==> config.mk <==
export PLATFORM = sky130hd
export DESIGN_NAME = int_ctrl_flat
export DESIGN_NICKNAME = d
export VERILOG_FILES = /design/src/common/minimig_pkg.sv /design/src/common/reg_bus_if.sv /design/src/paula/int_ctrl.sv /design/src/flat_wrapper.sv
export VERILOG_INCLUDE_DIRS = /design/src /design/src/common
export SDC_FILE = /design/constraint.sdc
export NUM_CORES = 1
export LEC_CHECK = 0
export BUFFER_PORTS_ARGS = -buffer_cell sky130_fd_sc_hd__buf_2
export CAP_MARGIN = 15
export CELL_PAD_IN_SITES_DETAIL_PLACEMENT = 1
export CELL_PAD_IN_SITES_GLOBAL_PLACEMENT = 2
export CORE_ASPECT_RATIO = 2
export CORE_MARGIN = 2
export CORE_UTILIZATION = 30
export CTS_CLUSTER_DIAMETER = 120
export DETAILED_ROUTE_END_ITERATION = 6
export PLACE_DENSITY_LB_ADDON = 0.1
export SLEW_MARGIN = 30
export SYNTH_ARGS = -nofsm -noshare
export SYNTH_HDL_FRONTEND = slang
export SYNTH_SLANG_ARGS = --single-unit
==> constraint.sdc <==
create_clock -name clk -period 1.3 [get_ports clk]
set_input_delay 0.065 -clock clk [delete_from_list [all_inputs] [get_ports clk]]
set_output_delay 0.065 -clock clk [all_outputs]
set_load 0.02 [all_outputs]
==> src/common/minimig_macros.svh <==
// minimig core macros: bus widths, chip RAM size, custom register map and interrupt bits
`ifndef MINIMIG_MACROS_SVH
`define MINIMIG_MACROS_SVH

// --------------------
// widths and sizes
`define MM_WORD_W        16
`define MM_ADDR_W        23          // A23:A1
`define MM_CHIP_AW       12          // 4K words of chip RAM
`define MM_CHIP_WORDS    (1 << `MM_CHIP_AW)
`define MM_CUSTOM_BASE   12'hDFF     // A23:A12 of the custom block
`define MM_REG_AW        8           // A8:A1 register offset

// --------------------
// custom register byte offsets
`define MM_REG_INTENAR   9'h01C      // read only
`define MM_REG_INTREQR   9'h01E      // read only
`define MM_REG_DSKPTH    9'h020
`define MM_REG_DSKPTL    9'h022
`define MM_REG_DSKLEN    9'h024      // write only
`define MM_REG_INTENA    9'h09A      // set/clear write
`define MM_REG_INTREQ    9'h09C      // set/clear write

// --------------------
// INTENA / INTREQ bit positions
`define MM_INT_DSKBLK    1           // disk block done, level 1
`define MM_INT_PORTS     3           // external int2, level 2
`define MM_INT_MASTER    14          // master enable, INTENA only

`endif
==> src/common/minimig_pkg.sv <==
// minimig shared types: data words, bus addresses and the custom register word views
`default_nettype none

`include "minimig_macros.svh"

package minimig_pkg;

  typedef logic [`MM_WORD_W-1:0]  word_t;
  typedef logic [`MM_CHIP_AW-1:0] chip_addr_t;   // chip RAM word address
  typedef logic [`MM_REG_AW-1:0]  reg_addr_t;    // register offset, A8:A1
  typedef logic [1:0]             byte_en_t;     // [1] upper byte, [0] lower byte

  // set/clear format of INTENA and INTREQ writes
  typedef struct packed {
    logic                  set_clr;   // 1 sets masked bits, 0 clears them
    logic [`MM_WORD_W-2:0] mask;
  } setclr_t;

  // DSKLEN write format
  typedef struct packed {
    logic        dma_en;
    logic        dir;                 // write direction, only disk-to-RAM is built
    logic [13:0] len;                 // words in the block
  } dsklen_t;

  // one register-bus word, seen raw or through a register's own layout
  typedef union packed {
    word_t   raw;
    setclr_t sc;
    dsklen_t dsklen;
  } custom_word_u;

endpackage

`default_nettype wire

==> src/common/reg_bus_if.sv <==
// custom register bus: single-cycle write and read strobes from the CPU bridge
`default_nettype none

interface reg_bus_if;
  import minimig_pkg::*;

  logic      wr;      // one-cycle write strobe
  logic      rd;      // one-cycle read strobe
  reg_addr_t addr;    // A8:A1
  word_t     wdata;

  modport master (
    output wr, rd, addr, wdata
  );

  // every slave listens, read data goes back on its own port
  modport slave (
    input  wr, rd, addr, wdata
  );

endinterface

`default_nettype wire

==> src/paula/int_ctrl.sv <==
// interrupt controller: INTENA/INTREQ set/clear registers and CPU interrupt level
`default_nettype none

`include "minimig_macros.svh"

module int_ctrl (
  input  logic               clk,
  input  logic               reset,
  reg_bus_if.slave           regs,
  output minimig_pkg::word_t rdata_o,
  input  logic               dskblk_i,     // pulse from disk DMA
  input  logic               ext_int2_i,
  output logic [2:0]         ipl_n_o
);
  import minimig_pkg::*;

  localparam reg_addr_t A_INTENAR = reg_addr_t'(`MM_REG_INTENAR >> 1);
  localparam reg_addr_t A_INTREQR = reg_addr_t'(`MM_REG_INTREQR >> 1);
  localparam reg_addr_t A_INTENA  = reg_addr_t'(`MM_REG_INTENA >> 1);
  localparam reg_addr_t A_INTREQ  = reg_addr_t'(`MM_REG_INTREQ >> 1);
  localparam int        BITS      = `MM_WORD_W - 1;

  custom_word_u    wr_word;
  logic [BITS-1:0] intena_q, intreq_q;
  logic [BITS-1:0] intena_d, intreq_d;
  logic [BITS-1:0] pending;
  logic [2:0]      level;
  logic [2:0]      ipl_n_q;

  function automatic logic [BITS-1:0] set_clr(input logic [BITS-1:0] cur,
                                               input custom_word_u w);
    return w.sc.set_clr ? (cur | w.sc.mask) : (cur & ~w.sc.mask);
  endfunction

  assign wr_word.raw = regs.wdata;

  always_comb begin
    intena_d = intena_q;
    intreq_d = intreq_q;
    if (regs.wr && regs.addr == A_INTENA) intena_d = set_clr(intena_q, wr_word);
    if (regs.wr && regs.addr == A_INTREQ) intreq_d = set_clr(intreq_q, wr_word);
    if (dskblk_i)   intreq_d[`MM_INT_DSKBLK] = 1'b1;   // hardware set beats a clear
    if (ext_int2_i) intreq_d[`MM_INT_PORTS]  = 1'b1;
  end

  // --------------------
  // priority, PORTS over DSKBLK
  assign pending = intreq_q & intena_q & {BITS{intena_q[`MM_INT_MASTER]}};

  always_comb begin
    if (pending[`MM_INT_PORTS])       level = 3'd2;
    else if (pending[`MM_INT_DSKBLK]) level = 3'd1;
    else                              level = 3'd0;
  end

  always_ff @(posedge clk) begin
    if (reset) begin
      intena_q <= '0;
      intreq_q <= '0;
      ipl_n_q  <= 3'b111;
    end else begin
      intena_q <= intena_d;
      intreq_q <= intreq_d;
      ipl_n_q  <= ~level;           // active low to the CPU
    end
  end

  always_comb begin
    case (regs.addr)
      A_INTENAR: rdata_o = {1'b0, intena_q};
      A_INTREQR: rdata_o = {1'b0, intreq_q};
      default:   rdata_o = '0;
    endcase
  end

  assign ipl_n_o = ipl_n_q;

endmodule

`default_nettype wire

==> src/flat_wrapper.sv <==
// flat-port wrapper written by rule: the top's interface ports become plain ports
module int_ctrl_flat import minimig_pkg::*;
  (clk, reset, rdata_o, dskblk_i, ext_int2_i, ipl_n_o, regs_wr, regs_rd, regs_addr, regs_wdata);
  reg_bus_if regs_i ();
  input  logic clk;
  input  logic reset;
  output minimig_pkg::word_t rdata_o;
  input  logic dskblk_i;
  input  logic ext_int2_i;
  output logic [2:0] ipl_n_o;
  input wire logic [$bits(regs_i.wr)-1:0] regs_wr;
  input wire logic [$bits(regs_i.rd)-1:0] regs_rd;
  input wire logic [$bits(regs_i.addr)-1:0] regs_addr;
  input wire logic [$bits(regs_i.wdata)-1:0] regs_wdata;
  assign regs_i.wr = regs_wr;
  assign regs_i.rd = regs_rd;
  assign regs_i.addr = regs_addr;
  assign regs_i.wdata = regs_wdata;
  int_ctrl u_core (.clk(clk), .reset(reset), .regs(regs_i), .rdata_o(rdata_o), .dskblk_i(dskblk_i), .ext_int2_i(ext_int2_i), .ipl_n_o(ipl_n_o));
endmodule
==> flow_summary.json <==
{
  "synth_top_cell_by_area": "dfxtp_1",
  "final-hold-violation-count": 0,
  "drtPass1Iterations": 4,
  "antenna-diode-count": 0,
  "synthArstFlopShare_pct": 0,
  "grt_antenna_before_repair": 0,
  "finalCritPeriodShare_pct": 90.5,
  "wl_met2_um": 2920,
  "combPwrFrac_pct": 10.3,
  "total_power_mw": 1.92,
  "ir_drop_v": 0.000751,
  "power_frac_clock_pct": 38.3,
  "fin_tns_setup_ns": 0,
  "area_growth_pct": 22.6,
  "finish.utilization_pct": 38.1,
  "clk_latency_ns": 0.28,
  "cp_slowest_cell": "and4_2",
  "hpwl_um": 3640,
  "drt_wl_total_um": 5270,
  "syn_inst": 190,
  "cpPeakStageDelay_ns": 0.49,
  "io_pins": 49,
  "rsz0062_at_grt": "no",
  "start_util_pct": 31.1,
  "critical_path_class": "in -> out",
  "top_layer": "met4",
  "first_iter_violations": 63,
  "crit_top_cell": "buf_2",
  "core_um2": 5470,
  "r2r_slack_ns": 0.31,
  "cp.required_ns": 1.24,
  "avgSynthCellArea_um2": 8.94,
  "min_period_ns": 1.18,
  "cp.buffers_inverters": 2,
  "maxSlewViolCount": 0,
  "gp_congestion": 0.760,
  "grt_pass1_wl_um": 8830,
  "crit_family": "simple AND/OR/NAND/NOR gates",
  "yosys-top-cells-count": "dfxtp_1, nand2b_1, nand4_1",
  "p_int_mw": 1.43,
  "row_count": 38,
  "cts.sinks": 32,
  "status": "finished clean",
  "synth-seq-cells": 32,
  "synthTopCellsByArea": "dfxtp_1, mux2i_1, nand2b_1",
  "finalSetupViolCount": 0,
  "endpoint_kind": "output port",
  "cts.reportedPaths.clkPinSlew_ns": 0.07,
  "drtAntennaViolNets": 0,
  "cts_inserted_buffers": 5,
  "worstPathCellList": "buf_2, and4_2, a22oi_1, nor2_1, buf_2",
  "crit_arrival_ns": 1.11,
  "drive_gt1_share_pct": 28.1,
  "die_h_um": 110,
  "crit_fanout": 15,
  "drc": 0,
  "vias": 1611,
  "maxCapViolations": 0,
  "stdcell_area_um2": 2080,
  "finalNetCount": 261,
  "yosys.cell_types.count": 22,
  "seq_area_frac_synth_pct": 37.7,
  "fillCellCount": 662,
  "seq_power_share_pct": 51.4,
  "cts_max_level": 2,
  "grt-ovfl-total": 0,
  "post-place-ws_ns": -0.108,
  "ys.warnings.count": 0,
  "cp-start-kind": "input pin",
  "die_w_um": 57.2,
  "worst_hold_path_type": "in -> reg",
  "netlist_area_um2": 1700,
  "grt_use_total_pct": 17.8,
  "grt_pass1_vias": 1783,
  "synthMostInstantiatedCell": "dfxtp_1",
  "worst_slack_ns": 0.123,
  "placed_cell_area_um2": 1990,
  "vias_per_cell": 5.54,
  "met1Wirelength_um": 2020,
  "yosys.area.top_type_share_pct": 37.7,
  "drt-wirelength-per-cell_um": 18.1,
  "dieArea_um2": 6320,
  "port_buffers": 45,
  "sw_frac_of_total_pct": 25.6,
  "synth-edff-count": 0,
  "syn_nets": 220,
  "synth_flop_cell": "dfxtp_1",
  "grt_start_max_net_pins": 32,
  "clockRootBuffer": "clkbuf_8",
  "cts_tree": "done",
  "clock.fmax_mhz": 850,
  "p_leak_nw": 0.939,
  "power.density_nw_per_um2": 923,
  "skew_ns": 0.000857,
  "cts_buffer_depth": 2,
  "switching_power_uw": 493,
  "met3_length_um": 225
}
==> logic make-up (layout without fill, tap and decap cells) <==
logic type | after synthesis | in the layout | synth area share, %
compound gates | 19 | 19 | 8.69
simple gates | 87 | 87 | 30.1
mux | 28 | 28 | 16.5
flops | 32 | 32 | 37.7
buf+inv | 22 | 63 | 6.55
other cells | 2 | 2 | 0.442
==> worst register-to-register path: cells and delay by family, from the launching register on <==
kind | cells | cell delay (ns)
flops | 1 | 0.33
simple gates | 1 | 0.30
compound gates | 2 | 0.25
==> timing repair <==
| item | CTS | global route |
|---|---|---|
| setup buffers | 0 | 0 |
| endpoints found under the hold margin | 1 | 0 |
| resized for setup | 1 | 0 |
| setup endpoints to repair | 15 | 0 |
| hold buffers | 1 | 0 |
==> area by class of cell <==
type	count	area, um2	share of cell area (%)
multi-input cells	136	955	45.8
flip-flops and latches	32	641	30.8
repair buffers	56	335	16.1
well taps	60	75.1	3.60
clock buffers	6	72.6	3.48
clock inverters	1	5.00	0.240
==> per-stage QoR <==
| step | hold slack [ns] | std cells |
|---|---|---|
| floorplan | 0.177 | 190 |
| global placement | 0.300 | 283 |
| detailed placement | 0.303 | 283 |
| CTS | 0.0154 | 291 |
| global route | 0.0514 | 291 |
| finish | 0.0251 | 291 |
==> placed cells by master (no fill, tap or decap) <==
master / count
a22oi_1: 15
a311oi_1: 2
a41oi_1: 2
and2_0: 1
and3_1: 1
and4_2: 1
and4b_1: 2
buf_12: 2
buf_2: 45
buf_4: 8
clkbuf_1: 1
clkbuf_8: 5
clkinv_2: 1
conb_1: 2
dfxtp_1: 32
dlygate4sd3_1: 1
mux2i_1: 28
nand2_1: 1
nand2b_1: 30
nand3_1: 1
nand4_1: 29
nor2_1: 17
nor2b_1: 1
nor3_4: 1
or2_2: 2
==> routing by layer <==
| metal | global-route usage [%] | vias to the layer above |
|---|---|---|
| met2 | 32.1 | 50 |
| met4 | 6.67 | 0 |
| met3 | 3.16 | 11 |
| met5 | 0 | - |
| li1 | - | 765 |
| met1 | 19.9 | 785 |
==> path summary, 6_finish.rpt <==
| check | to | startpoint | cells past startpoint |
|---|---|---|---|
| worst max-delay path | rdata_o[3] | regs_addr[3] | 5 |
| worst min-delay path | u_core.intreq_q[1] | regs_wdata[1] | 2 |
| worst max register to register | u_core.intreq_q[3] | u_core.intreq_q[3] | 3 |
| worst min register to register | u_core.ipl_n_o[0] | u_core.intreq_q[1] | 1 |
==> power by group through the flow <==
stage	logic, mW	registers, mW	clock network [mW]
floorplan	0.102	1.01	0
global placement	0.189	1.01	0
detailed placement	0.196	1.01	0
CTS	0.200	0.989	0.767
global route	0.216	0.989	0.795
finish	0.198	0.989	0.736
(Power assumes the default switching activity.)
