`src/common/minimig_macros.svh`:
```
// minimig core macros: bus widths, chip RAM size, custom register map and interrupt bits
`ifndef MINIMIG_MACROS_SVH
`define MINIMIG_MACROS_SVH

// --------------------
// widths and sizes
`define MM_WORD_W        16
`define MM_ADDR_W        23          // A23:A1
`define MM_CHIP_AW       12          // 4K words of chip RAM
`define MM_CHIP_WORDS    (1 << `MM_CHIP_AW)
`define MM_CUSTOM_BASE   12'hDFF     // A23:A12 of the custom block
`define MM_REG_AW        8           // A8:A1 register offset

// --------------------
// custom register byte offsets
`define MM_REG_INTENAR   9'h01C      // read only
`define MM_REG_INTREQR   9'h01E      // read only
`define MM_REG_DSKPTH    9'h020
`define MM_REG_DSKPTL    9'h022
`define MM_REG_DSKLEN    9'h024      // write only
`define MM_REG_INTENA    9'h09A      // set/clear write
`define MM_REG_INTREQ    9'h09C      // set/clear write

// --------------------
// INTENA / INTREQ bit positions
`define MM_INT_DSKBLK    1           // disk block done, level 1
`define MM_INT_PORTS     3           // external int2, level 2
`define MM_INT_MASTER    14          // master enable, INTENA only

`endif
```
`src/common/minimig_pkg.sv`:
```
// minimig shared types: data words, bus addresses and the custom register word views
`default_nettype none

`include "minimig_macros.svh"

package minimig_pkg;

  typedef logic [`MM_WORD_W-1:0]  word_t;
  typedef logic [`MM_CHIP_AW-1:0] chip_addr_t;   // chip RAM word address
  typedef logic [`MM_REG_AW-1:0]  reg_addr_t;    // register offset, A8:A1
  typedef logic [1:0]             byte_en_t;     // [1] upper byte, [0] lower byte

  // set/clear format of INTENA and INTREQ writes
  typedef struct packed {
    logic                  set_clr;   // 1 sets masked bits, 0 clears them
    logic [`MM_WORD_W-2:0] mask;
  } setclr_t;

  // DSKLEN write format
  typedef struct packed {
    logic        dma_en;
    logic        dir;                 // write direction, only disk-to-RAM is built
    logic [13:0] len;                 // words in the block
  } dsklen_t;

  // one register-bus word, seen raw or through a register's own layout
  typedef union packed {
    word_t   raw;
    setclr_t sc;
    dsklen_t dsklen;
  } custom_word_u;

endpackage

`default_nettype wire

```
`src/common/chip_bus_if.sv`:
```
// chip RAM bus: request/grant from a master, read data returned one cycle after grant
`default_nettype none

interface chip_bus_if;
  import minimig_pkg::*;

  logic       req;      // held until gnt
  logic       we;
  chip_addr_t addr;
  byte_en_t   be;
  word_t      wdata;
  logic       gnt;      // one-cycle pulse, access issued to RAM
  word_t      rdata;
  logic       rvalid;   // one cycle after a read gnt

  modport master (
    output req, we, addr, be, wdata,
    input  gnt, rdata, rvalid
  );

  modport arbiter (
    input  req, we, addr, be, wdata,
    output gnt, rdata, rvalid
  );

  modport ram (
    input  req, we, addr, be, wdata,
    output gnt, rdata, rvalid
  );

endinterface

`default_nettype wire

```
`src/chip/chip_arbiter.sv`:
```
// chip bus arbiter: one RAM access per cycle, disk DMA ahead of the CPU
`default_nettype none

module chip_arbiter (
  input  logic         clk,
  input  logic         reset,
  chip_bus_if.arbiter  cpu,
  chip_bus_if.arbiter  dma,
  chip_bus_if.master   ram
);
  import minimig_pkg::*;

  logic       dma_ok, cpu_ok;   // requests not already granted
  logic       req_q, we_q;
  logic       sel_dma_q;        // owner of the access now at the RAM
  logic       ret_dma_q;        // owner of the read data now returning
  chip_addr_t addr_q;
  byte_en_t   be_q;
  word_t      wdata_q;

  // a master still holds req in its gnt cycle, so mask it there
  assign dma_ok = dma.req & ~dma.gnt;
  assign cpu_ok = cpu.req & ~cpu.gnt;

  always_ff @(posedge clk) begin
    if (reset) begin
      req_q     <= 1'b0;
      sel_dma_q <= 1'b0;
      ret_dma_q <= 1'b0;
    end else begin
      req_q     <= dma_ok | cpu_ok;
      sel_dma_q <= dma_ok;          // DMA always wins
      ret_dma_q <= sel_dma_q;
    end
  end

  always_ff @(posedge clk) begin
    we_q    <= dma_ok ? dma.we    : cpu.we;
    addr_q  <= dma_ok ? dma.addr  : cpu.addr;
    be_q    <= dma_ok ? dma.be    : cpu.be;
    wdata_q <= dma_ok ? dma.wdata : cpu.wdata;
  end

  assign ram.req    = req_q;
  assign ram.we     = we_q;
  assign ram.addr   = addr_q;
  assign ram.be     = be_q;
  assign ram.wdata  = wdata_q;

  assign dma.gnt    = ram.gnt & sel_dma_q;
  assign cpu.gnt    = ram.gnt & ~sel_dma_q;
  assign dma.rvalid = ram.rvalid & ret_dma_q;
  assign cpu.rvalid = ram.rvalid & ~ret_dma_q;
  assign dma.rdata  = ram.rdata;
  assign cpu.rdata  = ram.rdata;

  a_one_grant: assert property (@(posedge clk) disable iff (reset) !(cpu.gnt && dma.gnt));

endmodule

`default_nettype wire

```
`src/flat_wrapper.sv`:
```
// flat-port wrapper written by rule: the top's interface ports become plain ports
module chip_arbiter_flat import minimig_pkg::*;
  (clk, reset, cpu_req, cpu_we, cpu_addr, cpu_be, cpu_wdata, cpu_gnt, cpu_rdata, cpu_rvalid, dma_req, dma_we, dma_addr, dma_be, dma_wdata, dma_gnt, dma_rdata, dma_rvalid, ram_req, ram_we, ram_addr, ram_be, ram_wdata, ram_gnt, ram_rdata, ram_rvalid);
  chip_bus_if cpu_i ();
  chip_bus_if dma_i ();
  chip_bus_if ram_i ();
  input  logic clk;
  input  logic reset;
  input wire logic [$bits(cpu_i.req)-1:0] cpu_req;
  input wire logic [$bits(cpu_i.we)-1:0] cpu_we;
  input wire logic [$bits(cpu_i.addr)-1:0] cpu_addr;
  input wire logic [$bits(cpu_i.be)-1:0] cpu_be;
  input wire logic [$bits(cpu_i.wdata)-1:0] cpu_wdata;
  output wire logic [$bits(cpu_i.gnt)-1:0] cpu_gnt;
  output wire logic [$bits(cpu_i.rdata)-1:0] cpu_rdata;
  output wire logic [$bits(cpu_i.rvalid)-1:0] cpu_rvalid;
  input wire logic [$bits(dma_i.req)-1:0] dma_req;
  input wire logic [$bits(dma_i.we)-1:0] dma_we;
  input wire logic [$bits(dma_i.addr)-1:0] dma_addr;
  input wire logic [$bits(dma_i.be)-1:0] dma_be;
  input wire logic [$bits(dma_i.wdata)-1:0] dma_wdata;
  output wire logic [$bits(dma_i.gnt)-1:0] dma_gnt;
  output wire logic [$bits(dma_i.rdata)-1:0] dma_rdata;
  output wire logic [$bits(dma_i.rvalid)-1:0] dma_rvalid;
  output wire logic [$bits(ram_i.req)-1:0] ram_req;
  output wire logic [$bits(ram_i.we)-1:0] ram_we;
  output wire logic [$bits(ram_i.addr)-1:0] ram_addr;
  output wire logic [$bits(ram_i.be)-1:0] ram_be;
  output wire logic [$bits(ram_i.wdata)-1:0] ram_wdata;
  input wire logic [$bits(ram_i.gnt)-1:0] ram_gnt;
  input wire logic [$bits(ram_i.rdata)-1:0] ram_rdata;
  input wire logic [$bits(ram_i.rvalid)-1:0] ram_rvalid;
  assign cpu_i.req = cpu_req;
  assign cpu_i.we = cpu_we;
  assign cpu_i.addr = cpu_addr;
  assign cpu_i.be = cpu_be;
  assign cpu_i.wdata = cpu_wdata;
  assign cpu_gnt = cpu_i.gnt;
  assign cpu_rdata = cpu_i.rdata;
  assign cpu_rvalid = cpu_i.rvalid;
  assign dma_i.req = dma_req;
  assign dma_i.we = dma_we;
  assign dma_i.addr = dma_addr;
  assign dma_i.be = dma_be;
  assign dma_i.wdata = dma_wdata;
  assign dma_gnt = dma_i.gnt;
  assign dma_rdata = dma_i.rdata;
  assign dma_rvalid = dma_i.rvalid;
  assign ram_req = ram_i.req;
  assign ram_we = ram_i.we;
  assign ram_addr = ram_i.addr;
  assign ram_be = ram_i.be;
  assign ram_wdata = ram_i.wdata;
  assign ram_i.gnt = ram_gnt;
  assign ram_i.rdata = ram_rdata;
  assign ram_i.rvalid = ram_rvalid;
  chip_arbiter u_core (.clk(clk), .reset(reset), .cpu(cpu_i), .dma(dma_i), .ram(ram_i));
endmodule
```
`config.mk`:
```
export PLATFORM = sky130hd
export DESIGN_NAME = chip_arbiter_flat
export DESIGN_NICKNAME = d
export VERILOG_FILES = /design/src/common/minimig_pkg.sv /design/src/common/chip_bus_if.sv /design/src/chip/chip_arbiter.sv /design/src/flat_wrapper.sv
export VERILOG_INCLUDE_DIRS = /design/src /design/src/common
export SDC_FILE = /design/constraint.sdc
export NUM_CORES = 1
export LEC_CHECK = 0
export BUFFER_PORTS_ARGS = -buffer_cell sky130_fd_sc_hd__buf_2
export CAP_MARGIN = 15
export CORE_MARGIN = 5
export CORE_UTILIZATION = 38
export CTS_CLUSTER_DIAMETER = 150
export DETAILED_ROUTE_END_ITERATION = 8
export PLACE_DENSITY = 0.86
export SYNTH_ARGS = -nofsm -noshare
export SYNTH_HDL_FRONTEND = slang
export SYNTH_SLANG_ARGS = --single-unit
```
`constraint.sdc`:
```
create_clock -name clk -period 2.2 [get_ports clk]
set_clock_uncertainty 0.2 [all_clocks]
set_input_delay 0.11 -clock clk [delete_from_list [all_inputs] [get_ports clk]]
set_output_delay 0.11 -clock clk [all_outputs]
set_load 0.02 [all_outputs]
```
==> results.cfg <==
[global_routing]
largest_net_degree_at_the_start_of_global_routing = 33
globalRoute.totalOverflow = 0
grt_pass1_wl_mm = 7.20
grt_pass1_vias = 1537
grt.total_usage_pct = 18.2
initial_antenna_violation_count = 0

[sta]
finalMaxSlewViolations = 0
tns_ns = 0
max_clock_freq_mhz = 464
post-route-min-period_ns = 2.15
final_setup_violations = 0
fin_worst_hold_slack_ns = 0.0200
worst_slew_margin_rel_pct = 84.6
worst_slew_pin_slew_ns = 0.230
timing_hold_violations_final = 0
post-route-period-util_pct = 97.9
grt_setup_unrepaired = false

[cells_and_area]
n_fill_cell = 279
syn_to_final_growth_pct = 76.4
final_util_pct = 70.3
antennaDiodeCount = 0
layout-drive-gt1-share_pct = 57.3
multi_input_area_sq_um = 537
final_net_count = 336
regArea_sq_um = 681

[floorplanning]
effective_utilization_at_floorplan_pct = 39.8
die_footprint_sq_um = 5280
boundaryPins = 152
row_count = 22
design.core.area_sq_um = 3740
die_w_um = 72.7
die_height_um = 72.7

[clocking]
max-clock-path-buffers = 2
quantity_of_gates_resized_following_cts = 0
cts_num_sinks = 34
worst_setup_hold_path_clk_slew_ns = 0.07
tritoncts_buffers = 5
ctsHtreeMaxLevel = 2
cts_root_buf = clkbuf_8
clock_latency_ns = 0.28
tritoncts = done

[hold_path]
min_path_type = input port to output port

[drt]
dr_total_vias = 1309
post_route_ant_nets = 0
drt-vias-per-instance = 4.35
detail_route.drc_violations = 0
drt_pre_antenna_iters = 4
detail_route.wirelength_mm = 4.65
drt_iter0_markers = 25
detail_route.wl_per_cell_um = 15.5

[yosys]
yosys-top-cells-area = dfxtp_1, mux2_4, buf_4, buf_6, mux2_2
ys_seq_area_share_pct = 45.6
yosys.area.top_type_share_pct = 45.6
synth.net_count = 194
synthesis_stage_register_bit_count = 34
synth_async_sr_flop_share_pct = 0
syn_avg_cell_area_sq_um = 13.6
netlist_instances = 110
synthFlopType = dfxtp_1
number_of_synthesized_flops_with_an_enable_pin = 0
ranking_of_synthesized_cells_by_instance_count = dfxtp_1, buf_4, mux2_4
synth.largest_area_cell = dfxtp_1
top_count_cell_post_synth = dfxtp_1
post_synth_instance_area_sq_um = 1490
synth_warnings = 0
yosysUniqueCellTypes = 12

[pwr]
clock_power_share_pct = 38.7
pwr-share-seq_pct = 37.6
p_sw_share_pct = 22.3
post-layout-total-power_mw = 1.82
cellLeakagePower_nw = 1.34
intPower_mw = 1.41
pwr_density_cell_nw_per_um2 = 691
power_switching_mw = 0.405
combPwrFrac_pct = 23.7
irDropWorstVdd_mv = 0.470

[critical_path]
setup.worst_path.class = input port to flop
timing.critical_path.required_ns = 2.17
worst-endpoint-arrival_ns = 2.12
worst_setup_path_end_kind = flop
crit_path_max_fanout = 16
worstSetupStartpointType = input port

[placed_design]
port-buffer-count = 103
post_dp_hpwl_mm = 2.70
place_congestion = 0.662

[run]
timing.max_cap.violations = 0

[run_status]
outcome = complete, no violations
## logic make-up (layout without fill, tap and decap cells)
logic type | Yosys count | after routing | share of synthesized area (%)
muxes | 32 | 32 | 31.4
and+or+nand+nor | 7 | 7 | 2.85
AOI/OAI and AO/OA | 2 | 2 | 1.76
DFF | 34 | 34 | 45.6
buffers and inverters | 35 | 178 | 18.4
## routing by layer
layer	vias up	part of all wire [%]	GRT usage, %	wire length, um
met1	602	30	15.6	1390
met5	-	0	0	0
li1	616	-	-	-
met4	0	3.8	10.7	176
met2	68	59	36.1	2740
met3	23	7.5	5.65	348
## worst paths after layout
check	from	end	slack, ns	cells after the start
hold reg to reg	u_core.sel_dma_q	u_core.ret_dma_q	0.37	1
setup reg to reg	u_core.sel_dma_q	u_core.ram.be[1]	0.16	4
setup / recovery	ram_gnt	u_core.ram.be[1]	0.05	6
hold / removal	ram_rdata[15]	dma_rdata[15]	0.02	0
## repair_timing
item / in CTS / in global routing
hold buffers: 65 / 0
buffers inserted: 0 / 0
setup endpoints to repair: 0 / 1
hold endpoints to repair: 34 / 0
## worst max-delay path: stages
cell and delay, ns:
dlygate4sd3_1 0.54, buf_2 0.15, a21boi_4 0.20, buf_12 0.20, mux2_2 0.35, dlygate4sd3_1 0.56
## power by group through the flow
stage          clock network [mW]  logic (mW)  registers (mW)
6_report                    0.704       0.432           0.683
5_1_grt                     0.751       0.461           0.688
4_1_cts                     0.719       0.417           0.682
3_5_place_dp                    0       0.304           0.696
3_3_place_gp                    0       0.298           0.695
2_1_floorplan                   0       0.200           0.762
## placed cells by master, fill, tap and decap left out, drive strengths merged
| cell | count |
|---|---|
| dlygate4sd3 | 65 |
| and2b | 1 |
| clkbuf | 7 |
| buf | 104 |
| nor2b | 3 |
| mux2 | 31 |
| nor2 | 1 |
| a21boi | 1 |
| a211oi | 1 |
| and2 | 2 |
| bufinv | 2 |
| dfxtp | 34 |
| mux2i | 1 |
## state kept, by name (all words and copies together), names as in the netlist
signal / cells
u_core.ram.be: 2
u_core.ram.we: 1
u_core.ret_dma_q: 1
u_core.sel_dma_q: 1
u_core.ram.wdata: 16
u_core.ram.addr: 12
u_core.ram.req: 1
## layout make-up
type	count	share of cell area [%]
Clock buffer	6	3.14
Clock inverter	2	2.28
Multi-Input combinational cell	41	20.4
Sequential cell	34	25.9
Tap cell	48	2.28
Timing Repair Buffer	170	46.0
## metrics by stage
stage                     area [sq um]  std cells  setup slack (ns)
after detailed placement          1810        227             0.703
final                             2630        301            0.0468
after global routing              2630        301            0.0216
after floorplan                   1490        110             0.819
after CTS                         2610        300            0.0395
after global placement            1810        227             0.743
Power figures use the tool's default switching activity.
