<file path="src/common/minimig_macros.svh">
// minimig core macros: bus widths, chip RAM size, custom register map and interrupt bits
`ifndef MINIMIG_MACROS_SVH
`define MINIMIG_MACROS_SVH

// --------------------
// widths and sizes
`define MM_WORD_W        16
`define MM_ADDR_W        23          // A23:A1
`define MM_CHIP_AW       12          // 4K words of chip RAM
`define MM_CHIP_WORDS    (1 << `MM_CHIP_AW)
`define MM_CUSTOM_BASE   12'hDFF     // A23:A12 of the custom block
`define MM_REG_AW        8           // A8:A1 register offset

// --------------------
// custom register byte offsets
`define MM_REG_INTENAR   9'h01C      // read only
`define MM_REG_INTREQR   9'h01E      // read only
`define MM_REG_DSKPTH    9'h020
`define MM_REG_DSKPTL    9'h022
`define MM_REG_DSKLEN    9'h024      // write only
`define MM_REG_INTENA    9'h09A      // set/clear write
`define MM_REG_INTREQ    9'h09C      // set/clear write

// --------------------
// INTENA / INTREQ bit positions
`define MM_INT_DSKBLK    1           // disk block done, level 1
`define MM_INT_PORTS     3           // external int2, level 2
`define MM_INT_MASTER    14          // master enable, INTENA only

`endif
</file>
<file path="src/common/minimig_pkg.sv">
// minimig shared types: data words, bus addresses and the custom register word views
`default_nettype none

`include "minimig_macros.svh"

package minimig_pkg;

  typedef logic [`MM_WORD_W-1:0]  word_t;
  typedef logic [`MM_CHIP_AW-1:0] chip_addr_t;   // chip RAM word address
  typedef logic [`MM_REG_AW-1:0]  reg_addr_t;    // register offset, A8:A1
  typedef logic [1:0]             byte_en_t;     // [1] upper byte, [0] lower byte

  // set/clear format of INTENA and INTREQ writes
  typedef struct packed {
    logic                  set_clr;   // 1 sets masked bits, 0 clears them
    logic [`MM_WORD_W-2:0] mask;
  } setclr_t;

  // DSKLEN write format
  typedef struct packed {
    logic        dma_en;
    logic        dir;                 // write direction, only disk-to-RAM is built
    logic [13:0] len;                 // words in the block
  } dsklen_t;

  // one register-bus word, seen raw or through a register's own layout
  typedef union packed {
    word_t   raw;
    setclr_t sc;
    dsklen_t dsklen;
  } custom_word_u;

endpackage

`default_nettype wire

</file>
<file path="src/common/reg_bus_if.sv">
// custom register bus: single-cycle write and read strobes from the CPU bridge
`default_nettype none

interface reg_bus_if;
  import minimig_pkg::*;

  logic      wr;      // one-cycle write strobe
  logic      rd;      // one-cycle read strobe
  reg_addr_t addr;    // A8:A1
  word_t     wdata;

  modport master (
    output wr, rd, addr, wdata
  );

  // every slave listens, read data goes back on its own port
  modport slave (
    input  wr, rd, addr, wdata
  );

endinterface

`default_nettype wire

</file>
<file path="src/common/chip_bus_if.sv">
// chip RAM bus: request/grant from a master, read data returned one cycle after grant
`default_nettype none

interface chip_bus_if;
  import minimig_pkg::*;

  logic       req;      // held until gnt
  logic       we;
  chip_addr_t addr;
  byte_en_t   be;
  word_t      wdata;
  logic       gnt;      // one-cycle pulse, access issued to RAM
  word_t      rdata;
  logic       rvalid;   // one cycle after a read gnt

  modport master (
    output req, we, addr, be, wdata,
    input  gnt, rdata, rvalid
  );

  modport arbiter (
    input  req, we, addr, be, wdata,
    output gnt, rdata, rvalid
  );

  modport ram (
    input  req, we, addr, be, wdata,
    output gnt, rdata, rvalid
  );

endinterface

`default_nettype wire

</file>
<file path="src/paula/disk_dma.sv">
// disk DMA: DSKPT/DSKLEN registers, one-word buffer and chip RAM write requests
`default_nettype none

`include "minimig_macros.svh"

module disk_dma (
  input  logic               clk,
  input  logic               reset,
  reg_bus_if.slave           regs,
  output minimig_pkg::word_t rdata_o,
  chip_bus_if.master         chip,
  input  logic               disk_strobe_i,
  input  minimig_pkg::word_t disk_data_i,
  output logic               dskblk_o
);
  import minimig_pkg::*;

  localparam reg_addr_t A_DSKPTH = reg_addr_t'(`MM_REG_DSKPTH >> 1);
  localparam reg_addr_t A_DSKPTL = reg_addr_t'(`MM_REG_DSKPTL >> 1);
  localparam reg_addr_t A_DSKLEN = reg_addr_t'(`MM_REG_DSKLEN >> 1);
  localparam int        PTR_W    = 2 * `MM_WORD_W - 1;   // byte address bits 31:1

  custom_word_u     wr_word;
  logic [PTR_W-1:0] ptr_q;
  logic [13:0]      len_q;      // words left in the block
  logic             armed_q;
  logic             req_q;      // buffer full, write pending
  logic             dskblk_q;
  logic             take;       // strobe accepted
  word_t            buf_q;

  assign wr_word.raw = regs.wdata;
  assign take        = armed_q & disk_strobe_i;   // strobes ignored while disarmed

  // --------------------
  // control
  always_ff @(posedge clk) begin
    if (reset) begin
      armed_q  <= 1'b0;
      req_q    <= 1'b0;
      dskblk_q <= 1'b0;
    end else begin
      dskblk_q <= 1'b0;
      if (take)
        req_q <= 1'b1;
      if (chip.gnt) begin
        req_q <= 1'b0;
        if (len_q == 14'd1) begin   // last word out
          armed_q  <= 1'b0;
          dskblk_q <= 1'b1;
        end
      end
      if (regs.wr && regs.addr == A_DSKLEN)   // single write arms
        armed_q <= wr_word.dsklen.dma_en && (wr_word.dsklen.len != '0);
    end
  end

  // pointer, length and word buffer, register writes win
  always_ff @(posedge clk) begin
    if (take)
      buf_q <= disk_data_i;
    if (chip.gnt) begin
      ptr_q <= ptr_q + 1'b1;
      len_q <= len_q - 1'b1;
    end
    if (regs.wr) begin
      case (regs.addr)
        A_DSKPTH: ptr_q[PTR_W-1:`MM_WORD_W-1] <= regs.wdata;
        A_DSKPTL: ptr_q[`MM_WORD_W-2:0]       <= regs.wdata[`MM_WORD_W-1:1];
        A_DSKLEN: len_q                       <= wr_word.dsklen.len;
        default: ;
      endcase
    end
  end

  // pointer readback, zero for other offsets
  always_comb begin
    case (regs.addr)
      A_DSKPTH: rdata_o = ptr_q[PTR_W-1:`MM_WORD_W-1];
      A_DSKPTL: rdata_o = {ptr_q[`MM_WORD_W-2:0], 1'b0};
      default:  rdata_o = '0;
    endcase
  end

  assign chip.req   = req_q;
  assign chip.we    = 1'b1;               // disk to RAM only
  assign chip.addr  = ptr_q[`MM_CHIP_AW-1:0];
  assign chip.be    = 2'b11;
  assign chip.wdata = buf_q;
  assign dskblk_o   = dskblk_q;

  // strobe spacing vs arbiter latency
  a_no_overrun: assert property (@(posedge clk) disable iff (reset) disk_strobe_i |-> !req_q);

endmodule

`default_nettype wire

</file>
<file path="src/flat_wrapper.sv">
// flat-port wrapper written by rule: the top's interface ports become plain ports
module disk_dma_flat import minimig_pkg::*;
  (clk, reset, rdata_o, disk_strobe_i, disk_data_i, dskblk_o, regs_wr, regs_rd, regs_addr, regs_wdata, chip_req, chip_we, chip_addr, chip_be, chip_wdata, chip_gnt, chip_rdata, chip_rvalid);
  reg_bus_if regs_i ();
  chip_bus_if chip_i ();
  input  logic clk;
  input  logic reset;
  output minimig_pkg::word_t rdata_o;
  input  logic disk_strobe_i;
  input  minimig_pkg::word_t disk_data_i;
  output logic dskblk_o;
  input wire logic [$bits(regs_i.wr)-1:0] regs_wr;
  input wire logic [$bits(regs_i.rd)-1:0] regs_rd;
  input wire logic [$bits(regs_i.addr)-1:0] regs_addr;
  input wire logic [$bits(regs_i.wdata)-1:0] regs_wdata;
  output wire logic [$bits(chip_i.req)-1:0] chip_req;
  output wire logic [$bits(chip_i.we)-1:0] chip_we;
  output wire logic [$bits(chip_i.addr)-1:0] chip_addr;
  output wire logic [$bits(chip_i.be)-1:0] chip_be;
  output wire logic [$bits(chip_i.wdata)-1:0] chip_wdata;
  input wire logic [$bits(chip_i.gnt)-1:0] chip_gnt;
  input wire logic [$bits(chip_i.rdata)-1:0] chip_rdata;
  input wire logic [$bits(chip_i.rvalid)-1:0] chip_rvalid;
  assign regs_i.wr = regs_wr;
  assign regs_i.rd = regs_rd;
  assign regs_i.addr = regs_addr;
  assign regs_i.wdata = regs_wdata;
  assign chip_req = chip_i.req;
  assign chip_we = chip_i.we;
  assign chip_addr = chip_i.addr;
  assign chip_be = chip_i.be;
  assign chip_wdata = chip_i.wdata;
  assign chip_i.gnt = chip_gnt;
  assign chip_i.rdata = chip_rdata;
  assign chip_i.rvalid = chip_rvalid;
  disk_dma u_core (.clk(clk), .reset(reset), .regs(regs_i), .rdata_o(rdata_o), .chip(chip_i), .disk_strobe_i(disk_strobe_i), .disk_data_i(disk_data_i), .dskblk_o(dskblk_o));
endmodule
</file>
<file path="config.mk">
export PLATFORM = sky130hd
export DESIGN_NAME = disk_dma_flat
export DESIGN_NICKNAME = d
export VERILOG_FILES = /design/src/common/minimig_pkg.sv /design/src/common/reg_bus_if.sv /design/src/common/chip_bus_if.sv /design/src/paula/disk_dma.sv /design/src/flat_wrapper.sv
export VERILOG_INCLUDE_DIRS = /design/src /design/src/common
export SDC_FILE = /design/constraint.sdc
export NUM_CORES = 1
export LEC_CHECK = 0
export BUFFER_PORTS_ARGS = -buffer_cell sky130_fd_sc_hd__buf_2
export CAP_MARGIN = 25
export CORE_ASPECT_RATIO = 2
export CORE_MARGIN = 2
export CORE_UTILIZATION = 45
export CTS_CLUSTER_DIAMETER = 40
export DETAILED_ROUTE_END_ITERATION = 10
export GPL_TIMING_DRIVEN = 1
export MAX_ROUTING_LAYER = met4
export PLACE_DENSITY = 0.81
export SETUP_SLACK_MARGIN = 0.1
export SYNTH_ARGS = -nofsm -noshare
export SYNTH_HDL_FRONTEND = slang
export SYNTH_SLANG_ARGS = --single-unit
</file>
<file path="constraint.sdc">
create_clock -name clk -period 2.2 [get_ports clk]
set_input_delay 0.44 -clock clk [delete_from_list [all_inputs] [get_ports clk]]
set_output_delay 0.44 -clock clk [all_outputs]
set_load 0.05 [all_outputs]
</file>
==> impl_results.md <==
- Htree depth: 3
- Status: complete, but fails checks
- Largest family of logic cells by synthesized area: simple AND/OR/NAND/NOR gates
- Max Buffers Root-to-Sink: 2
- Combinational power share: 0.222
- WL met3: 508 um
- Worst path max stage delay: 0.33 ns
- RSZ-0062 raised after global routing: true
- Final-stage net count: 511
- TritonCTS Sinks: 64
- RePlAce Congestion: 0.8538
- Setup ws final: -0.02502 ns
- Register bit count reported by yosys: 64
- Reg-to-reg endpoint: u_core.ptr_q[29]
- CTS tree: built
- TNS Setup: -0.1414 ns
- Hold path startpoint: disk_data_i[1]
- Worst path cell trace: buf_6 > nor4b_4 > buf_4 > and4b_2 > clkbuf_16 > a22o_4 > buf_8
- Starting Density: 0.4660
- Hold Crit Class: in -> reg
- I/O Buffers: 90
- Gr usage total: 0.2550
- Total core area: 6940 sq um
- Sw power: 1.432 mW
- Post-DP HPWL: 6399 um
- Simple-Gate Fraction of Synth Area: 0.2433
- Sequential share of power: 0.390
- Synth-to-Final Area Change: 39.73%
- R2R Setup Slk: 0.16 ns
- R2r worst-path depth: 5
- Lkg Pwr: 1.850 nW
- Crit share post-route: 1.011
- Filler Cell Count: 524
- EDFF count, synth: 16
- Met2 WL: 5326 um
- Hold worst-path end: u_core.chip.wdata[1]
- Largest net degree at the start of global routing: 33
- Critical Path Source Type: primary input
- Crit. End Element: output port
- Commonest non-fill, non-tap cell in the layout: buf_2
- Clock transition at the registers of the reported paths: 0.05 ns
- Area share of the largest cell type after synthesis: 0.2971
- Sw Share: 0.3171
- Compound-Gate Fraction of Synth Area: 0.1153
- DR vias/cell: 5.667
- Final antenna-violating net count: 0
- Final instance area: 4519 sq um
- Io pins: 112
- Vias in the first global route: 3123
- Unique cell type count in the Yosys netlist: 38
- Die W: 63.95 um
- Fin. Hold Viols: 0
- Final cell count without fillers: 540
- Die footprint: 7922 sq um
- Clk pwr share: 0.389
- Synth Cell Area: 3234 sq um
- DRT iter0 DRCs: 221
- Synth top area cells: dfxtp_1 (30%), edfxtp_1 (15%), xnor2_1 (8.7%)
- Share of post-route cells with drive strength above 1: 0.3422
- Setup violations, final: 7
- Num CTS Buffers: 9
- Power Density: 999.2 nW/um^2
- Row cnt: 43
- # Max-Cap Violations: 0
- Routed vias: 3060
- Hold WS: 0.2848 ns
- Max Clock Skew: 0.005570 ns
- Hold path cells: 1
- Syn avg cell area: 9.111 sq um
- Top Metal Used: met4
- First-pass GRT wire length: 14720 um
- Placed cells: 520
- Internal: 3.084 mW
- Async SR Flop Fraction: 0
- Die Ht: 123.9 um
- Largest area contributor in the netlist: dfxtp_1
- Clk_lat worst skew: 0.33 ns
- Worst path slowest cell: and4b_2
- Ys flop type: dfxtp_1
- Root buffer cell: clkbuf_16
- Synth Area in XOR/XNOR: 0.1137
- Critical R2R Launch: u_core.ptr_q[18]
- Cells after Synth: 355
- Max_slew headroom: 0.5171
- Failing checks: setup timing
- Synth warn: 0
- Max VDD drop: 0.4826 mV
- Drt wl/cell: 17.87 um
- Minimum clock period: 2.225 ns
- WP data arrival: 1.79 ns
- Sequential share of the synthesized area: 0.4456
- Critical Path RT: 1.76 ns
- Number of diodes: 0
- Drt first pass iters: 4
- Slew @ Worst Pin: 0.7244 ns
- Most frequent cells in the layout: buf_2 (72), dfxtp_1 (47), nor2_1 (44), xnor2_1 (32), a21oi_1 (32)
- Crit Path Max Fanout: 8
- Crit path kind: in -> out
- Maximum clock rate: 0.4494 GHz
- Total Wirelength: 9651 um
- Mux contribution to synthesized area: 0.003095
- DR DRC count: 0
- Placed inst area: 3877 sq um
- Grt ovf: 0
- Initial antenna violation count: 0
- Final Max Tran Viols: 0
- Area share of fa/ha/maj cells after synthesis: 0.01161
- Wl on met1: 3286 um
[Yosys cell counts (9+ instances only)]
cell      number
a21oi_1       32
a22o_1        15
buf_4         15
clkbuf_1      12
dfxtp_1       48
edfxtp_1      16
nand2_1       27
nand3_1       12
nand4_1        9
nor2_1        44
nor3_1        10
nor4_1        10
o21ai_0       15
xnor2_1       32
xor2_1        10
[worst max-delay path, delay by kind of cell]
| kind | cells | cell delay [ns] |
|---|---|---|
| compound gates | 1 | 0.13 |
| simple gates | 2 | 0.62 |
| buf+inv | 4 | 0.60 |
[power by group through the flow]
stage	registers (mW)	logic, mW	clock network (mW)
2_1_floorplan	1.69	0.848	0
3_3_place_gp	1.74	0.945	0
3_5_place_dp	1.76	0.979	0
4_1_cts	1.75	1.00	1.76
5_1_grt	1.78	1.09	1.82
6_report	1.76	1.00	1.76
[per-stage QoR]
stage	utilization	setup WS [ns]	power, mW
after global routing	0.6512	-0.06536	4.691
final	0.6512	-0.02502	4.516
after global placement	0.5587	-0.05670	2.683
after detailed placement	0.5587	-0.1013	2.737
after CTS	0.6485	-0.03487	4.518
after floorplan	-	0.08947	2.539
[worst max-delay path by stage]
| stage | start | end | slack [ns] | cells after the start |
|---|---|---|---|---|
| 2_1_floorplan | regs_addr[5] | rdata_o[0] | 0.09 | 5 |
| 3_3_place_gp | regs_addr[5] | rdata_o[15] | -0.06 | 7 |
| 3_5_place_dp | regs_addr[5] | rdata_o[7] | -0.10 | 7 |
| 4_1_cts | regs_addr[6] | rdata_o[14] | -0.03 | 7 |
| 5_1_grt | regs_addr[7] | rdata_o[15] | -0.07 | 7 |
| 6_report | regs_addr[7] | rdata_o[9] | -0.03 | 7 |
[kinds of logic (layout without fill, tap and decap cells)]
logic type / after synthesis / count (layout)
simple gates: 142 / 142
flops: 64 / 64
compound gates: 63 / 63
xor+xnor: 42 / 42
buf+inv: 39 / 132
fa+ha+maj: 3 / 3
other cells: 1 / 3
mux: 1 / 1
[sequential cells by signal, indices dropped and copies added (netlist names)]
signal             flops
u_core.armed_q         1
u_core.ptr_q          31
u_core.dskblk_o        1
u_core.chip.wdata     16
u_core.len_q          14
u_core.chip.req        1
[metal layers]
layer,track usage,up-vias
met5,-,-
met4,0.1821,0
met3,0.04336,50
met2,0.4655,137
met1,0.2345,1460
li1,-,1413
[repair_timing]
action                     in CTS  in global routing
gates cloned                    1                  0
resized for setup              58                  4
hold buffers                    0                  0
setup endpoints to repair      16                 18
setup buffers                   2                  1
pin swaps                       2                  5
[final cells by class]
type | count | area (sq um) | area share
well taps | 90 | 112.6 | 0.02492
repair buffers | 108 | 813.3 | 0.1800
multi-input cells | 254 | 1752 | 0.3876
inverters | 8 | 30.03 | 0.006645
clock inverters | 6 | 130.1 | 0.02879
clock buffers | 10 | 239.0 | 0.05288
flip-flops and latches | 64 | 1443 | 0.3192
No activity file was read; power rests on OpenSTA's default activity.
