$ cat config.mk
export PLATFORM = sky130hd
export DESIGN_NAME = cpu_bridge_flat
export DESIGN_NICKNAME = d
export VERILOG_FILES = /design/src/common/minimig_pkg.sv /design/src/common/reg_bus_if.sv /design/src/common/chip_bus_if.sv /design/src/cpu_bridge.sv /design/src/flat_wrapper.sv
export VERILOG_INCLUDE_DIRS = /design/src /design/src/common
export SDC_FILE = /design/constraint.sdc
export NUM_CORES = 1
export LEC_CHECK = 0
export BUFFER_PORTS_ARGS = -buffer_cell sky130_fd_sc_hd__buf_2
export CAP_MARGIN = 0
export CELL_PAD_IN_SITES_DETAIL_PLACEMENT = 0
export CELL_PAD_IN_SITES_GLOBAL_PLACEMENT = 1
export CORE_ASPECT_RATIO = 1.1
export CORE_UTILIZATION = 31
export DETAILED_ROUTE_END_ITERATION = 12
export PLACE_DENSITY = 0.87
export SLEW_MARGIN = 20
export SYNTH_ARGS = -nofsm -noshare
export SYNTH_HDL_FRONTEND = slang
export SYNTH_SLANG_ARGS = --single-unit
$ cat constraint.sdc
create_clock -name clk -period 8.7 [get_ports clk]
set_input_delay 1.305 -clock clk [delete_from_list [all_inputs] [get_ports clk]]
set_output_delay 1.305 -clock clk [all_outputs]
set_load 0.1 [all_outputs]
$ cat src/common/minimig_macros.svh
// minimig core macros: bus widths, chip RAM size, custom register map and interrupt bits
`ifndef MINIMIG_MACROS_SVH
`define MINIMIG_MACROS_SVH

// --------------------
// widths and sizes
`define MM_WORD_W        16
`define MM_ADDR_W        23          // A23:A1
`define MM_CHIP_AW       12          // 4K words of chip RAM
`define MM_CHIP_WORDS    (1 << `MM_CHIP_AW)
`define MM_CUSTOM_BASE   12'hDFF     // A23:A12 of the custom block
`define MM_REG_AW        8           // A8:A1 register offset

// --------------------
// custom register byte offsets
`define MM_REG_INTENAR   9'h01C      // read only
`define MM_REG_INTREQR   9'h01E      // read only
`define MM_REG_DSKPTH    9'h020
`define MM_REG_DSKPTL    9'h022
`define MM_REG_DSKLEN    9'h024      // write only
`define MM_REG_INTENA    9'h09A      // set/clear write
`define MM_REG_INTREQ    9'h09C      // set/clear write

// --------------------
// INTENA / INTREQ bit positions
`define MM_INT_DSKBLK    1           // disk block done, level 1
`define MM_INT_PORTS     3           // external int2, level 2
`define MM_INT_MASTER    14          // master enable, INTENA only

`endif
$ cat src/common/minimig_pkg.sv
// minimig shared types: data words, bus addresses and the custom register word views
`default_nettype none

`include "minimig_macros.svh"

package minimig_pkg;

  typedef logic [`MM_WORD_W-1:0]  word_t;
  typedef logic [`MM_CHIP_AW-1:0] chip_addr_t;   // chip RAM word address
  typedef logic [`MM_REG_AW-1:0]  reg_addr_t;    // register offset, A8:A1
  typedef logic [1:0]             byte_en_t;     // [1] upper byte, [0] lower byte

  // set/clear format of INTENA and INTREQ writes
  typedef struct packed {
    logic                  set_clr;   // 1 sets masked bits, 0 clears them
    logic [`MM_WORD_W-2:0] mask;
  } setclr_t;

  // DSKLEN write format
  typedef struct packed {
    logic        dma_en;
    logic        dir;                 // write direction, only disk-to-RAM is built
    logic [13:0] len;                 // words in the block
  } dsklen_t;

  // one register-bus word, seen raw or through a register's own layout
  typedef union packed {
    word_t   raw;
    setclr_t sc;
    dsklen_t dsklen;
  } custom_word_u;

endpackage

`default_nettype wire

$ cat src/common/reg_bus_if.sv
// custom register bus: single-cycle write and read strobes from the CPU bridge
`default_nettype none

interface reg_bus_if;
  import minimig_pkg::*;

  logic      wr;      // one-cycle write strobe
  logic      rd;      // one-cycle read strobe
  reg_addr_t addr;    // A8:A1
  word_t     wdata;

  modport master (
    output wr, rd, addr, wdata
  );

  // every slave listens, read data goes back on its own port
  modport slave (
    input  wr, rd, addr, wdata
  );

endinterface

`default_nettype wire

$ cat src/common/chip_bus_if.sv
// chip RAM bus: request/grant from a master, read data returned one cycle after grant
`default_nettype none

interface chip_bus_if;
  import minimig_pkg::*;

  logic       req;      // held until gnt
  logic       we;
  chip_addr_t addr;
  byte_en_t   be;
  word_t      wdata;
  logic       gnt;      // one-cycle pulse, access issued to RAM
  word_t      rdata;
  logic       rvalid;   // one cycle after a read gnt

  modport master (
    output req, we, addr, be, wdata,
    input  gnt, rdata, rvalid
  );

  modport arbiter (
    input  req, we, addr, be, wdata,
    output gnt, rdata, rvalid
  );

  modport ram (
    input  req, we, addr, be, wdata,
    output gnt, rdata, rvalid
  );

endinterface

`default_nettype wire

$ cat src/cpu_bridge.sv
// 68000 bus bridge: cycle detection, address decode, DTACK timing and read data capture
`default_nettype none

`include "minimig_macros.svh"

module cpu_bridge (
  input  logic                  clk,
  input  logic                  reset,
  input  logic [`MM_ADDR_W-1:0] cpu_addr_i,     // index 0 is A1
  input  minimig_pkg::word_t    cpu_data_i,
  input  logic                  cpu_as_n_i,
  input  logic                  cpu_uds_n_i,
  input  logic                  cpu_lds_n_i,
  input  logic                  cpu_r_w_i,
  output minimig_pkg::word_t    cpu_data_o,
  output logic                  cpu_dtack_n_o,
  chip_bus_if.master            chip,
  reg_bus_if.master             regs,
  input  minimig_pkg::word_t    dma_rdata_i,
  input  minimig_pkg::word_t    int_rdata_i
);
  import minimig_pkg::*;

  localparam int CUST_LSB = `MM_ADDR_W - 12;   // A12, custom block is 4K bytes

  typedef enum logic [2:0] {S_IDLE, S_REG, S_CHIP, S_RDWAIT, S_ACK} state_e;

  state_e     state_q;
  logic       as_q, as_qq;            // AS synchronizer
  logic       as_fall;
  logic       sel_chip, sel_reg;
  logic       dtack_n_q;
  logic       req_q, we_q;
  logic       wr_q, rd_q;
  chip_addr_t addr_q;
  reg_addr_t  raddr_q;
  byte_en_t   be_q;
  word_t      wdata_q;                // shared by chip and register writes
  word_t      data_q;                 // read data held for the CPU

  assign as_fall  = as_qq & ~as_q;
  assign sel_chip = (cpu_addr_i[`MM_ADDR_W-1:`MM_CHIP_AW] == '0);   // below chip RAM top
  assign sel_reg  = (cpu_addr_i[`MM_ADDR_W-1:CUST_LSB] == `MM_CUSTOM_BASE);

  // --------------------
  // cycle FSM
  always_ff @(posedge clk) begin
    if (reset) begin
      state_q   <= S_IDLE;
      as_q      <= 1'b1;
      as_qq     <= 1'b1;
      dtack_n_q <= 1'b1;
      req_q     <= 1'b0;
      wr_q      <= 1'b0;
      rd_q      <= 1'b0;
    end else begin
      as_q  <= cpu_as_n_i;
      as_qq <= as_q;
      wr_q  <= 1'b0;                  // strobes last a single cycle
      rd_q  <= 1'b0;
      case (state_q)
        S_IDLE: begin
          if (as_fall && sel_chip) begin
            req_q   <= 1'b1;
            state_q <= S_CHIP;
          end else if (as_fall) begin
            wr_q    <= sel_reg & ~cpu_r_w_i;   // unmapped: no strobe, reads zero
            rd_q    <= sel_reg & cpu_r_w_i;
            state_q <= S_REG;
          end
        end
        S_REG: begin                  // fixed latency, data captured below
          dtack_n_q <= 1'b0;
          state_q   <= S_ACK;
        end
        S_CHIP: begin
          if (chip.gnt) begin
            req_q     <= 1'b0;
            dtack_n_q <= ~we_q;       // writes end one cycle after gnt
            state_q   <= we_q ? S_ACK : S_RDWAIT;
          end
        end
        S_RDWAIT: begin
          if (chip.rvalid) begin
            dtack_n_q <= 1'b0;
            state_q   <= S_ACK;
          end
        end
        S_ACK: begin
          if (as_q) begin             // hold DTACK until AS rises
            dtack_n_q <= 1'b1;
            state_q   <= S_IDLE;
          end
        end
        default: state_q <= S_IDLE;
      endcase
    end
  end

  // address, strobes and data latched at cycle start
  always_ff @(posedge clk) begin
    if (state_q == S_IDLE && as_fall) begin
      we_q    <= ~cpu_r_w_i;
      addr_q  <= cpu_addr_i[`MM_CHIP_AW-1:0];
      raddr_q <= cpu_addr_i[`MM_REG_AW-1:0];
      be_q    <= {~cpu_uds_n_i, ~cpu_lds_n_i};
      wdata_q <= cpu_data_i;
    end
    if (state_q == S_REG)
      data_q <= rd_q ? (dma_rdata_i | int_rdata_i) : '0;   // custom words ORed
    else if (state_q == S_RDWAIT && chip.rvalid)
      data_q <= chip.rdata;
  end

  assign chip.req      = req_q;
  assign chip.we       = we_q;
  assign chip.addr     = addr_q;
  assign chip.be       = be_q;
  assign chip.wdata    = wdata_q;
  assign regs.wr       = wr_q;
  assign regs.rd       = rd_q;
  assign regs.addr     = raddr_q;
  assign regs.wdata    = wdata_q;
  assign cpu_data_o    = data_q;
  assign cpu_dtack_n_o = dtack_n_q;

  a_one_strobe: assert property (@(posedge clk) disable iff (reset) !(regs.wr && regs.rd));

endmodule

`default_nettype wire

$ cat src/flat_wrapper.sv
// flat-port wrapper written by rule: the top's interface ports become plain ports
module cpu_bridge_flat import minimig_pkg::*;
  (clk, reset, cpu_addr_i, cpu_data_i, cpu_as_n_i, cpu_uds_n_i, cpu_lds_n_i, cpu_r_w_i, cpu_data_o, cpu_dtack_n_o, dma_rdata_i, int_rdata_i, chip_req, chip_we, chip_addr, chip_be, chip_wdata, chip_gnt, chip_rdata, chip_rvalid, regs_wr, regs_rd, regs_addr, regs_wdata);
  chip_bus_if chip_i ();
  reg_bus_if regs_i ();
  input  logic clk;
  input  logic reset;
  input  logic [`MM_ADDR_W-1:0] cpu_addr_i;
  input  minimig_pkg::word_t cpu_data_i;
  input  logic cpu_as_n_i;
  input  logic cpu_uds_n_i;
  input  logic cpu_lds_n_i;
  input  logic cpu_r_w_i;
  output minimig_pkg::word_t cpu_data_o;
  output logic cpu_dtack_n_o;
  input  minimig_pkg::word_t dma_rdata_i;
  input  minimig_pkg::word_t int_rdata_i;
  output wire logic [$bits(chip_i.req)-1:0] chip_req;
  output wire logic [$bits(chip_i.we)-1:0] chip_we;
  output wire logic [$bits(chip_i.addr)-1:0] chip_addr;
  output wire logic [$bits(chip_i.be)-1:0] chip_be;
  output wire logic [$bits(chip_i.wdata)-1:0] chip_wdata;
  input wire logic [$bits(chip_i.gnt)-1:0] chip_gnt;
  input wire logic [$bits(chip_i.rdata)-1:0] chip_rdata;
  input wire logic [$bits(chip_i.rvalid)-1:0] chip_rvalid;
  output wire logic [$bits(regs_i.wr)-1:0] regs_wr;
  output wire logic [$bits(regs_i.rd)-1:0] regs_rd;
  output wire logic [$bits(regs_i.addr)-1:0] regs_addr;
  output wire logic [$bits(regs_i.wdata)-1:0] regs_wdata;
  assign chip_req = chip_i.req;
  assign chip_we = chip_i.we;
  assign chip_addr = chip_i.addr;
  assign chip_be = chip_i.be;
  assign chip_wdata = chip_i.wdata;
  assign chip_i.gnt = chip_gnt;
  assign chip_i.rdata = chip_rdata;
  assign chip_i.rvalid = chip_rvalid;
  assign regs_wr = regs_i.wr;
  assign regs_rd = regs_i.rd;
  assign regs_addr = regs_i.addr;
  assign regs_wdata = regs_i.wdata;
  cpu_bridge u_core (.clk(clk), .reset(reset), .cpu_addr_i(cpu_addr_i), .cpu_data_i(cpu_data_i), .cpu_as_n_i(cpu_as_n_i), .cpu_uds_n_i(cpu_uds_n_i), .cpu_lds_n_i(cpu_lds_n_i), .cpu_r_w_i(cpu_r_w_i), .cpu_data_o(cpu_data_o), .cpu_dtack_n_o(cpu_dtack_n_o), .chip(chip_i), .regs(regs_i), .dma_rdata_i(dma_rdata_i), .int_rdata_i(int_rdata_i));
endmodule
==> results by group <==
GRT
  • Gr ovfl total: 0
  • First-pass GRT wire length: 8.15 mm
  • GRT Util Overall: 13.4%
  • Initial antenna violation count: 0
  • Number of global-route vias before repair: 1739
  • Largest net degree at the start of global routing: 33

Clock tree
  • Setup Buffers After CTS: 0
  • Clock Tree Buf Depth: 2
  • CTS buffer count: 5
  • Clock sink count: 56
  • Clock slew at reported path FFs: 0.11 ns
  • H-tree levels: 2
  • CTS tree: built
  • PostCTS Resize Cnt: 0
  • Hold_buf cts: 0
  • Root Driver: clkbuf_8
  • Clk_lat worst skew: 0.31 ns

STA
  • Final worst slack: 5.91 ns
  • Final Hold Slack: 0.472 ns
  • Unrepaired setup endpoints after global routing: no
  • Slew Viols, Final: 0
  • Slew @ Worst Pin: 0.899 ns
  • Period utilization: 32.1%
  • Rel. slew slack: 40.0%
  • Clock Skew: 0.0122 ns
  • Hold Vio Cnt, Final: 0
  • Setup TNS: 0 ns
  • # setup viols final: 0
  • Fmax: 358 MHz
  • Minimum clock period: 2.79 ns

Logic synthesis
  • Top cells by area, synth: edfxtp_1 (61%), dfxtp_1 (7.8%), buf_4 (7.8%), o21ai_0 (6.7%), nand2_1 (3.3%)
  • Seq/Total Area, Yosys: 69.0%
  • Synth Instances: 186
  • EDFF count, synth: 47
  • Adder-cell share of the synthesized area: 0%
  • Mux cell area share after synthesis: 0.488%
  • Largest family of logic cells by synthesized area: simple AND/OR/NAND/NOR gates
  • FF+latch count, synth: 56
  • Post-Syn Nets: 281
  • Yosys top cell area share: 61.2%
  • Synth Area in XOR/XNOR: 0%
  • YS warnings: 0
  • Mapped cell area: 2310 sq um
  • Async S/R FF share, synth: 0%
  • Ys flop type: edfxtp_1
  • Post-Synth Simple-Gate Area: 10.5%
  • Average cell area after synthesis: 12.4 sq um
  • Compound-gate portion of the synthesized area: 10.0%
  • Synth cell types: 28
  • Largest area contributor in the netlist: edfxtp_1

Worst setup path
  • R2R depth: 4
  • Crit Path Class: register to primary output
  • Startpoint Class: register
  • Worst reg2reg setup slack: 6.74 ns
  • Cell family with most CP delay: flip-flops
  • Critical R2R Launch: u_core.as_q
  • CP startpoint: u_core.regs.rd
  • Reg-to-reg endpoint: u_core.regs.wr
  • Slowest Stage Delay on Critical Path: 0.65 ns
  • Critical Path End Type: primary output
  • Critical Path RT: 7.39 ns
  • Crit-path cells: buf_2
  • Crit path max fanout: 17
  • Worst EP arrival: 1.49 ns
  • Critical path buffers and inverters: 1
  • Slowest CP cell: dfxtp_1

Hold path
  • Hold Crit Depth: 2
  • HP Class: register to register
  • Hold Startpoint: u_core.cpu_dtack_n_o
  • Hold EP: u_core.cpu_dtack_n_o

Drt
  • DRT Pass-1 Iters: 8
  • DR iter-0 viols: 85
  • Vias per cell: 4.52
  • Antenna Nets Post-Route: 0
  • Vias: 1888
  • Final wirelength: 5.17 mm
  • Residual DRC: 34
  • DR WL/cell: 12.4 um

Floorplan
  • Std-Cell Rows: 32
  • Die Ht: 92.5 um
  • IO Pins: 170
  • Core ar.: 7090 sq um
  • DIE AREA: 7790 sq um
  • DIE WIDTH: 84.2 um
  • Initial Util: 32.5%

Cells and area
  • Share of layout cells above drive strength 1: 55.3%
  • # diodes: 0
  • Final cell area excluding filler cells: 3190 sq um
  • Area delta synth->final: 38.3%
  • Final nets: 427
  • Final Core Density: 45.0%

Placement
  • PortBufs: 169
  • RD Place Congestion: 0.754
  • Dpl hpwl: 4.17 mm
  • Pre-CTS setup slack: 5.70 ns
  • Placed cell area: 3070 sq um

Power and ir drop
  • VDD IR max: 0.0000697 V
  • Leakage power: 1.43 nW
  • Pwr per Cell Area: 206 nW/um^2

Flow run
  • Max cap viols: 0

Outcome
  • Outcome: complete, but fails checks
  • Failing checks: design-rule violations
[worst reg2reg max path: stages (launching register included)]
cell	delay [ns]
dfxtp_1	0.35
or3b_1	0.39
or4b_1	0.51
or4_1	0.55
nor2_1	0.10
[cells by family after synthesis]
logic type	Yosys count
simple gates	48
buf+inv	37
flops	56
mux	1
compound gates	44
[power breakdown]
part           switching, mW  internal, mW  total, mW
Combinational          0.143        0.0317      0.175
Clock                 0.0840        0.0868      0.171
Sequential           0.00591         0.307      0.313
[worst max path at each step]
stage | to | slack, ns | cells past startpoint
6_report | regs_rd | 5.91 | 1
5_1_grt | regs_rd | 5.79 | 1
4_1_cts | regs_rd | 5.89 | 1
3_5_place_dp | u_core.regs.wr | 5.70 | 5
3_3_place_gp | u_core.regs.rd | 5.72 | 5
2_1_floorplan | u_core.chip.addr[10] | 4.65 | 2
[cell type report]
cell class / count / area (sq um)
tap: 85 / 106
sequential: 56 / 1590
inverter: 5 / 18.8
fill: 689 / 3900
clock buffer: 5 / 68.8
multi-input combinational: 93 / 497
timing repair buffer: 171 / 861
clock inverter: 3 / 46.3
[per-layer routing]
metal | GRT usage [%] | wire (um) | part of all wire [%] | vias to the layer above
met1 | 14.5 | 1990 | 39 | 842
met3 | 3.48 | 472 | 9.1 | 8
met5 | 0 | 0 | 0 | -
li1 | - | - | - | 936
met2 | 25.1 | 2620 | 51 | 102
met4 | 4.60 | 83 | 1.6 | 0
[metrics by stage]
stage,instances,total power [mW]
2_1_floorplan,186,0.461
4_1_cts,418,0.666
3_5_place_dp,410,0.495
5_1_grt,418,0.684
3_3_place_gp,410,0.493
6_report,418,0.659
[synthesized netlist by cell type, types with 3 or more instances]
cell	number
inv_1	5
edfxtp_1	47
buf_4	24
nand3_1	3
nor4_1	4
dfxtp_1	9
a21oi_1	3
o21ai_1	6
nor2_1	6
clkbuf_1	8
o21ai_0	31
nand2_1	20
[placed cells by master (no fill, tap or decap), types with 5 or more instances in the layout]
| master | count |
|---|---|
| buf_2 | 169 |
| dfxtp_1 | 9 |
| nand2_1 | 20 |
| o21ai_0 | 31 |
| edfxtp_1 | 47 |
| nor2_1 | 6 |
| o21ai_1 | 6 |
| inv_1 | 5 |
| clkbuf_8 | 5 |
[state kept, by name (all words and copies together) (netlist names)]
register              cells
u_core.chip.addr          5
u_core.cpu_dtack_n_o      1
u_core.regs.wr            1
u_core.state_q            3
u_core.chip.req           1
u_core.chip.wdata        16
u_core.cpu_data_o        16
u_core.regs.addr          7
u_core.chip.be            2
u_core.as_q               1
u_core.chip.we            1
u_core.as_qq              1
u_core.regs.rd            1
Note: power is estimated with default switching activity, not from simulation.
